`config.mk`:
```
export PLATFORM = sky130hd
export DESIGN_NAME = spmm_mac
export DESIGN_NICKNAME = d
export VERILOG_FILES = /design/src/spmm_pkg.sv /design/src/spmm_mac.sv
export SDC_FILE = /design/constraint.sdc
export NUM_CORES = 1
export LEC_CHECK = 0
export ABC_CLOCK_PERIOD_IN_PS = 11100
export BUFFER_PORTS_ARGS = -buffer_cell sky130_fd_sc_hd__buf_4
export CORE_ASPECT_RATIO = 0.9
export CORE_UTILIZATION = 40
export DETAILED_ROUTE_END_ITERATION = 10
export GPL_TIMING_DRIVEN = 0
export HOLD_SLACK_MARGIN = 0.03
export PLACE_DENSITY = 0.69
export SYNTH_ARGS = -nofsm -noshare
export SYNTH_HDL_FRONTEND = slang
export SYNTH_SLANG_ARGS = --single-unit
```
`constraint.sdc`:
```
create_clock -name clk -period 11.1 [get_ports clk]
set_input_delay 0.555 -clock clk [delete_from_list [all_inputs] [get_ports clk]]
set_output_delay 0.555 -clock clk [all_outputs]
set_load 0.01 [all_outputs]
```
`src/spmm_pkg.sv`:
```
`default_nettype none

package spmm_pkg;

  // opcode on the weight command port
  typedef enum logic {
    // store one element at (row, col)
    W_CMD_WRITE = 1'b0,
    // zero the whole weight matrix
    W_CMD_CLEAR = 1'b1
  } w_cmd_e;

  // occupancy of a one-entry stage register
  typedef enum logic {
    ST_EMPTY = 1'b0,
    ST_FULL  = 1'b1
  } stage_state_e;

endpackage : spmm_pkg

`default_nettype wire

```
`src/spmm_mac.sv`:
```
`default_nettype none

module spmm_mac
  import spmm_pkg::*;
#(
  parameter int DATA_WIDTH    = 8,
  parameter int W_NUM_OF_COLS = 5
)(
  input  wire logic                                  clk,
  input  wire logic                                  rst_n_i,
  // from the gather stage
  input  wire logic                                  g_valid_i,
  output logic                                       g_ready_o,
  input  wire logic [DATA_WIDTH-1:0]                 g_value_i,
  input  wire logic [W_NUM_OF_COLS*DATA_WIDTH-1:0]   g_wrow_i,
  input  wire logic                                  g_last_i,
  input  wire logic                                  g_empty_i,
  // finished rows out
  output logic                                       row_valid_o,
  input  wire logic                                  row_ready_i,
  output logic      [W_NUM_OF_COLS*DATA_WIDTH-1:0]   row_data_o
);

  // running sums, one per output column
  logic [W_NUM_OF_COLS-1:0][DATA_WIDTH-1:0] acc_q;
  // next value of each sum including the current beat
  logic [W_NUM_OF_COLS-1:0][DATA_WIDTH-1:0] sum;
  // finished row waiting on the result port
  logic [W_NUM_OF_COLS-1:0][DATA_WIDTH-1:0] out_q;

  stage_state_e out_state_q;

  logic take;
  logic out_load;
  logic out_drain;

  // only a last beat needs the output register
  // stall it while a finished row is still waiting
  assign g_ready_o = !g_last_i || (out_state_q == ST_EMPTY) || row_ready_i;
  assign take      = g_valid_i && g_ready_o;
  assign out_load  = take && g_last_i;
  assign out_drain = (out_state_q == ST_FULL) && row_ready_i;

  // multiply-add, wraps at DATA_WIDTH
  always_comb begin
    for (int k = 0; k < W_NUM_OF_COLS; k++) begin
      sum[k] = acc_q[k] + g_value_i * g_wrow_i[k*DATA_WIDTH +: DATA_WIDTH];
    end
  end

  // accumulators restart from zero as soon as a row completes
  always_ff @(posedge clk or negedge rst_n_i) begin
    if (!rst_n_i) begin
      acc_q <= '0;
    end else if (take) begin
      if (g_last_i) begin
        acc_q <= '0;
      end else begin
        acc_q <= sum;
      end
    end
  end

  always_ff @(posedge clk or negedge rst_n_i) begin
    if (!rst_n_i) begin
      out_state_q <= ST_EMPTY;
    end else if (out_load) begin
      out_state_q <= ST_FULL;
    end else if (out_drain) begin
      out_state_q <= ST_EMPTY;
    end
  end

  // a row with no nonzeros finishes as all zeros
  always_ff @(posedge clk) begin
    if (out_load) begin
      out_q <= g_empty_i ? '0 : sum;
    end
  end

  assign row_valid_o = (out_state_q == ST_FULL);
  assign row_data_o  = out_q;

endmodule : spmm_mac

`default_nettype wire

```
# --- Word level (Yosys, flattened, before mapping) ---
# Index checks and enable logic that the tools add are counted.
classes:
  n_bitwise: 1
  add_sub_neg: 5
  n_mux: 3
  n_mul: 5
  reduce_logical: 7
ops:
  columns: ["op", "n"]
  rows:
  - ["$add A8 B8 Y8", 5]
  - ["$mul A8 B8 Y8", 5]
  - ["$mux W40", 1]
  - ["$logic_and A1 B1 Y1", 3]
  - ["$logic_or A1 B1 Y1", 2]
  - ["$mux W1", 2]
  - ["$reduce_bool A2 Y1", 1]
  - ["$logic_not A1 Y1", 1]
  - ["$not A1 Y1", 1]
totals:
  reg_bits: 81
  output_inout_bits: 42
  inputBits: 54

# --- Logic depth before layout (Yosys ltp) ---
# Gate-level depths: netlist (run 1).
logic_depth:
  ltp_word: 6
  mapped_depth: 19
  ltp_nobuf: 17

# --- Least setup slack after synthesis (run 1) ---
# No wires, ideal clock.
synth_timing:
  path_type: "input to register"
  from: "input g_value_i[3]"
  to: "register out_q (netlist bit row_data_o[39]) (data pin)"
  setup_slack_ns: 6.764
  cell_stages: 16
  n_path_buf: 2
  arrival_ns: 4.070
  t_required_ns: 10.834
  path_cell_list: "buf_2 clkbuf_1 nand2_1 fa_1 inv_1 fa_1 ha_1 inv_1 fa_1 inv_1 fa_1 a21o_1 a21oi_1 xnor2_1 xnor2_1 nor2_1"
synth_between:
  elab_chain_len: 2
synth_rtl:
  columns: ["item", "line_no", "rtl"]
  rows:
  - ["start: declaration", "spmm_mac.sv:14", "input wire logic [DATA_WIDTH-1:0] g_value_i,"]
  - ["$mul A8 B8 Y8", "spmm_mac.sv:47", "sum[k] = acc_q[k] + g_value_i * g_wrow_i[k*DATA_WIDTH +: DATA_WIDTH];"]
  - ["$add A8 B8 Y8", "spmm_mac.sv:47", null]
  - ["end signal: assignment", "spmm_mac.sv:77", "out_q <= g_empty_i ? '0 : sum;"]
  - ["end: declaration", "spmm_mac.sv:29", "logic [W_NUM_OF_COLS-1:0][DATA_WIDTH-1:0] out_q;"]
# No other way between the ends.
# A chain may end at the register's enable or synchronous reset.

# --- Final worst setup path (run 1) ---
layout_timing:
  from: "input g_value_i[2]"
  to: "register out_q (netlist bit row_data_o[39]) (data pin)"
# The elaborated chain is that of the path after synthesis.

==> results of run 1 <==
-- cells by family (layout without fill, tap and decap cells) --
group	count (synthesis)	in the layout	synth area share [%]
flops	81	81	26.1
buf+inv	218	322	10.4
fa+ha+maj	175	175	33.6
simple gates	262	262	14.5
xor+xnor	90	90	9.71
compound gates	67	67	5.76
-- power by group through the flow --
stage | logic, mW | clock network [mW] | registers [mW]
final | 1.47 | 0.305 | 0.467
after global routing | 1.66 | 0.321 | 0.476
after CTS | 1.47 | 0.311 | 0.467
after detailed placement | 1.46 | 0 | 0.472
after global placement | 1.42 | 0 | 0.473
after floorplan | 1.06 | 0 | 0.482
-- critical path, cell delays in order --
cell and delay (ps):
buf_4 90, buf_4 200, clkbuf_1 600, nand2_1 160
fa_1 540, inv_1 40, ha_1 280, ha_1 280
inv_1 60, fa_1 530, inv_1 40, ha_1 220
fa_1 430, a21o_1 200, a21oi_1 210, xnor2_1 110
xnor2_1 240, nor2_1 70
-- metrics by stage --
stage | hold slack [ps] | cell area (sq um)
6_report | 193 | 9870
5_1_grt | 241 | 9870
4_1_cts | 212 | 9870
3_5_place_dp | 467 | 9590
3_3_place_gp | 458 | 9550
2_1_floorplan | 259 | 8540
-- worst paths after layout --
kind,startpoint,end,slack [ps],depth (start not counted)
worst min-delay path,rst_n_i,acc_q[37],190,1
worst max-delay path,g_value_i[2],row_data_o[39],6310,18
worst max register to register,acc_q[36],row_data_o[39],7060,14
worst min register to register,acc_q[0],acc_q[0],480,2
max in group asynchronous,rst_n_i,acc_q[9],10470,1
min in group clk,row_ready_i,row_valid_o,390,2
-- layout make-up --
cell class	instances	share of cell area (%)
repair buffers	88	6.89
clock buffers	10	2.42
inverters	181	6.88
plain buffers	37	2.08
well taps	286	3.62
flip-flops and latches	81	22.6
clock inverters	6	0.482
multi-input cells	594	55.1
-- state kept, by name, indices dropped and copies added (netlist names) --
| register | cells |
|---|---|
| row_valid_o | 1 |
| row_data_o | 40 |
| acc_q | 40 |
-- placed cells by master, fill, tap and decap left out, types with 2 or more instances in the layout --
| cell | count |
|---|---|
| a21o_1 | 10 |
| a21oi_1 | 16 |
| a21oi_2 | 9 |
| a22o_1 | 7 |
| a31o_1 | 9 |
| a31o_2 | 6 |
| and2_1 | 56 |
| and2_2 | 2 |
| buf_4 | 94 |
| buf_6 | 5 |
| clkbuf_1 | 23 |
| clkbuf_16 | 9 |
| dfrtp_1 | 41 |
| edfxtp_1 | 40 |
| fa_1 | 90 |
| ha_1 | 85 |
| inv_1 | 180 |
| inv_6 | 3 |
| nand2_1 | 148 |
| nand2_2 | 3 |
| nand3_1 | 9 |
| nor2_1 | 9 |
| nor2b_1 | 30 |
| o21ai_1 | 3 |
| o31ai_1 | 6 |
| xnor2_1 | 81 |
| xnor2_2 | 3 |
| xor2_1 | 5 |
-- per-layer routing --
metal | share of wire (%) | vias up
met5 | 0 | -
met2 | 43 | 237
met3 | 7.7 | 19
met4 | 1.2 | 0
met1 | 48 | 3061
li1 | - | 2912
==> metrics.cfg, run 1 <==
[outcome]
outcome=finished, final reports clean

[power_and_ir_drop]
power_density_nw_per_um2=227
irDropWorstVdd_uv=94.9
p_leak_nw=4.90
power_mw=2.24
internal_power_mw=1.26
seqPwrFrac_pct=20.9
clock_power_share_pct=13.7
switchingPower_mw=0.977
p_comb_share_pct=65.5
switching_share_pct=43.7

[worst_setup_path]
worstPathRequired_ps=11180
start_kind=primary input
cp-end-kind=flip-flop
crit_fanout=10
critPathArrivalTime_ps=4870
timing_worst_setup_path_type=in2reg

[logic_synthesis]
synth_top_cell_by_area=fa_1
ys.flop_type=dfrtp_1
synth_cells=893
synth.avg_cell_area_sq_um=9.56
synth_area_leaders=fa_1 21%, edfxtp_1 14%, ha_1 12%
synthTopCellsByCount=180 x inv_1, 148 x nand2_1, 90 x fa_1, 85 x ha_1, 81 x xnor2_1
synth_nets=1122
netlist_area_sq_um=8540
synth_top_area_share_pct=21.1
synth_cell_type_count=35
yosysMostFrequentCell=inv_1
synth-edff-count=40
async_reset_ff_share_pct=50.6
ys_warn_count=0
synth_seq_area_share_pct=26.1
ys_ff_latch=81

[clock_tree]
cts_tree=yes
clk_latency_ps=360
clk_pin_slew_worst_paths_ps=70
cts_sinks=81
cts_buffer_depth=2
ctsRootBufferMaster=clkbuf_16
cts_made_buffers=9
htreeDepth=3
post_cts_buffers=0
ctsHoldBuffers=0
cts_resized=0

[worst_hold_path]
hp-class=in2async

[grt]
gr-usage-met3_pct=4.49
grt_max_degree=42
grt_usage_pct=21.8
top_usage_layer=met2
grt_use_met1_pct=32.0
met2_usage_pct=32.8
grt_pass1_vias=6271
grt_overflow_total=0
grt_antenna_before_repair=0
grt_pass1_wl_mm=35.6

[timing]
fin_skew_ps=8.43
rsz0062_at_grt=false
timing.setup.tns_ps=0
period_needed_ps=4790
slew_headroom_pct=41.7
setup_viol=0
maxSlewViolCount=0
setup_ws_ps=6310
worstMarginPinSlew_ps=875
layout_worst_path_cycle_share_pct=43.1
finalHoldViolCount=0
fmax_ghz=0.209

[floorplan]
coreArea_sq_um=20800
die_h_um=141
die_area_sq_um=21900
rows=50
io_pins=96
initial_core_util_pct=41.0
fp.dieW_um=156

[placed_design]
portBuffers=87
place.gp.congestion=0.850
dp_cells=1267
dp_worst_setup_slack_ps=5920
dp.final_hpwl_mm=17.0

[route]
first_pass_iters=5
via_per_inst=4.86
wl_mm=22.1
drtIter0Drc=419
drtAntennaViolNets=0
route.detailed.drc=0
dr_total_vias=6229
wl_per_cell_um=17.3

[final_layout]
drive_above_1_share_pct=14.6
multiInputGateArea_sq_um=5440
fin_nets=1221
utilization_pct=47.4
num-fill-cells=1993
regArea_sq_um=2230
antenna_cells=0
instances_no_fill=1283
area_delta_synth_final_pct=15.6

[run]
maxCapViolCount=0

No activity file was read; power rests on OpenSTA's default activity.
==> run 2: changes to the inputs <==
--- a/config.mk
+++ b/config.mk
@@ -5,14 +5,14 @@
 export SDC_FILE = /design/constraint.sdc
 export NUM_CORES = 1
 export LEC_CHECK = 0
-export ABC_CLOCK_PERIOD_IN_PS = 11100
+export ABC_CLOCK_PERIOD_IN_PS = 4100
 export BUFFER_PORTS_ARGS = -buffer_cell sky130_fd_sc_hd__buf_4
 export CORE_ASPECT_RATIO = 0.9
 export CORE_UTILIZATION = 40
 export DETAILED_ROUTE_END_ITERATION = 10
 export GPL_TIMING_DRIVEN = 0
 export HOLD_SLACK_MARGIN = 0.03
-export PLACE_DENSITY = 0.69
+export PLACE_DENSITY = 0.71
 export SYNTH_ARGS = -nofsm -noshare
 export SYNTH_HDL_FRONTEND = slang
 export SYNTH_SLANG_ARGS = --single-unit
==> constraint.sdc (replaced) <==
create_clock -name clk -period 4.1 [get_ports clk]
set_input_delay 0.205 -clock clk [delete_from_list [all_inputs] [get_ports clk]]
set_output_delay 0.205 -clock clk [all_outputs]
set_load 0.01 [all_outputs]
==> metrics.cfg, run 2 (synthesis gave the netlist of run 1 again) <==
[worst_setup_path]
cpPeakStageDelay_ps=540
critPathSlowestCell=fa_1
cp_top_family=adder cells
timing_worst_setup_path_type=reg2reg
start_kind=flip-flop
critPathArrivalTime_ps=4020
worstPathRequired_ps=4190
cp-end-kind=flip-flop
path_buf_inv=4
crit_path_frequent_cell=inv_1
path_cells=inv_1, fa_1, inv_1, fa_1, ha_1, inv_1, fa_1, inv_1, fa_2, a21o_1, a21oi_2, xnor2_1, xnor2_1, nor2_1
crit_fanout=2

[clock_tree]
htreeDepth=3
clk_latency_ps=360
ctsRootBufferMaster=clkbuf_16
clk_pin_slew_worst_paths_ps=70
cts_made_buffers=9
cts_tree=yes
cts_buffer_depth=2
cts_sinks=81

[grt]
grt_pass1_wl_mm=35.1
grt_pass1_vias=6265
grt_max_degree=42
grt_antenna_before_repair=1
grt_overflow_total=0
grt_usage_pct=21.5

[route]
route.detailed.drc=0
first_pass_iters=5
dr_total_vias=6179
wl_mm=21.9
via_per_inst=4.82
drtAntennaViolNets=0
wl_per_cell_um=17.1
drtIter0Drc=397

[floorplan]
io_pins=96
fp.dieW_um=156
coreArea_sq_um=20800
die_area_sq_um=21900
initial_core_util_pct=41.0
die_h_um=141
rows=50

[timing]
whs_ps=37.8
maxSlewViolCount=0
timing.setup.tns_ps=0
setup_viol=0
setup_ws_ps=163
finalHoldViolCount=0
slew_headroom_pct=39.8
fmax_ghz=0.254
rsz0062_at_grt=false
layout_worst_path_cycle_share_pct=96.0
period_needed_ps=3940
fin_skew_ps=12.7
worstMarginPinSlew_ps=904

[placed_design]
dp_cells=1267
dp_worst_setup_slack_ps=-743
place.gp.congestion=0.854
portBuffers=87
dp.final_hpwl_mm=17.0

[final_layout]
mostFrequentLayoutCells=180 x inv_1, 148 x nand2_1, 95 x buf_4
antenna_cells=0
fin_nets=1220
area_delta_synth_final_pct=16.2
final_common_cell=inv_1
instances_no_fill=1282
drive_above_1_share_pct=15.8

[power_and_ir_drop]
power_mw=6.14
power_density_nw_per_um2=618
irDropWorstVdd_uv=269
p_leak_nw=4.93

[outcome]
outcome=finished, final reports clean

[worst_hold_path]
hp-class=in2reg

[run]
maxCapViolCount=0

==> run 2: changes by cell type in the layout (fill, tap and decap cells not counted), sizes merged <==
cell	delta
clkbuf	-5
bufinv	+1
dlygate4sd3	+1
clkinv	-2
inv	+1
buf	+2
clkinvlp	+1
==> run 2: report_power, final <==
| part | total, mW | internal, mW | switching (mW) |
|---|---|---|---|
| sequential | 1.27 | 1.17 | 0.0950 |
| clock | 0.873 | 0.483 | 0.389 |
| combinational | 4.00 | 1.81 | 2.19 |
| total | 6.14 | 3.46 | 2.67 |
==> run 2: final timing paths <==
kind                        startpoint             end  slack, ps  depth (start not counted)
min reg2reg                   acc_q[8]        acc_q[8]        480                          2
max reg2reg                  acc_q[36]  row_data_o[39]        160                         14
min                        row_ready_i     row_valid_o         40                          2
max                          acc_q[36]  row_data_o[39]        160                         14
max in group asynchronous      rst_n_i        acc_q[9]       3280                          2
min in group asynchronous      rst_n_i        acc_q[7]        400                          2
==> run 2: stage by stage <==
stage / cell area, sq um / utilization [%]
after detailed placement: 9590 / 46.0
after floorplan: 8540 / -
after global placement: 9550 / 45.8
final: 9930 / 47.7
after global routing: 9930 / 47.7
after CTS: 9910 / 47.6
==> run 2: cell type report <==
| cell class | count | area [sq um] |
|---|---|---|
| clock inverter | 7 | 82.6 |
| tap | 286 | 358 |
| fill | 1926 | 10900 |
| sequential | 81 | 2230 |
| inverter | 181 | 679 |
| timing repair buffer | 89 | 691 |
| buffer | 35 | 223 |
| clock buffer | 9 | 225 |
| multi-input combinational | 594 | 5440 |
==> run 2: layer usage <==
metal | share of wire (%) | track usage, % | vias up
met5 | 0 | 0 | -
met4 | 1.5 | 5.68 | 0
met3 | 8.2 | 4.06 | 26
met2 | 43 | 32.0 | 244
met1 | 47 | 31.8 | 3004
li1 | - | - | 2905
==> run 2: what timing repair did <==
action / CTS / global route
buffers inserted: 0 / 0
hold buffers: 1 / 0
cloned: 0 / 0
endpoints found under the hold margin: 41 / 0
gates resized for setup: 7 / 17
setup endpoints to repair: 10 / 7
pin swaps: 0 / 2
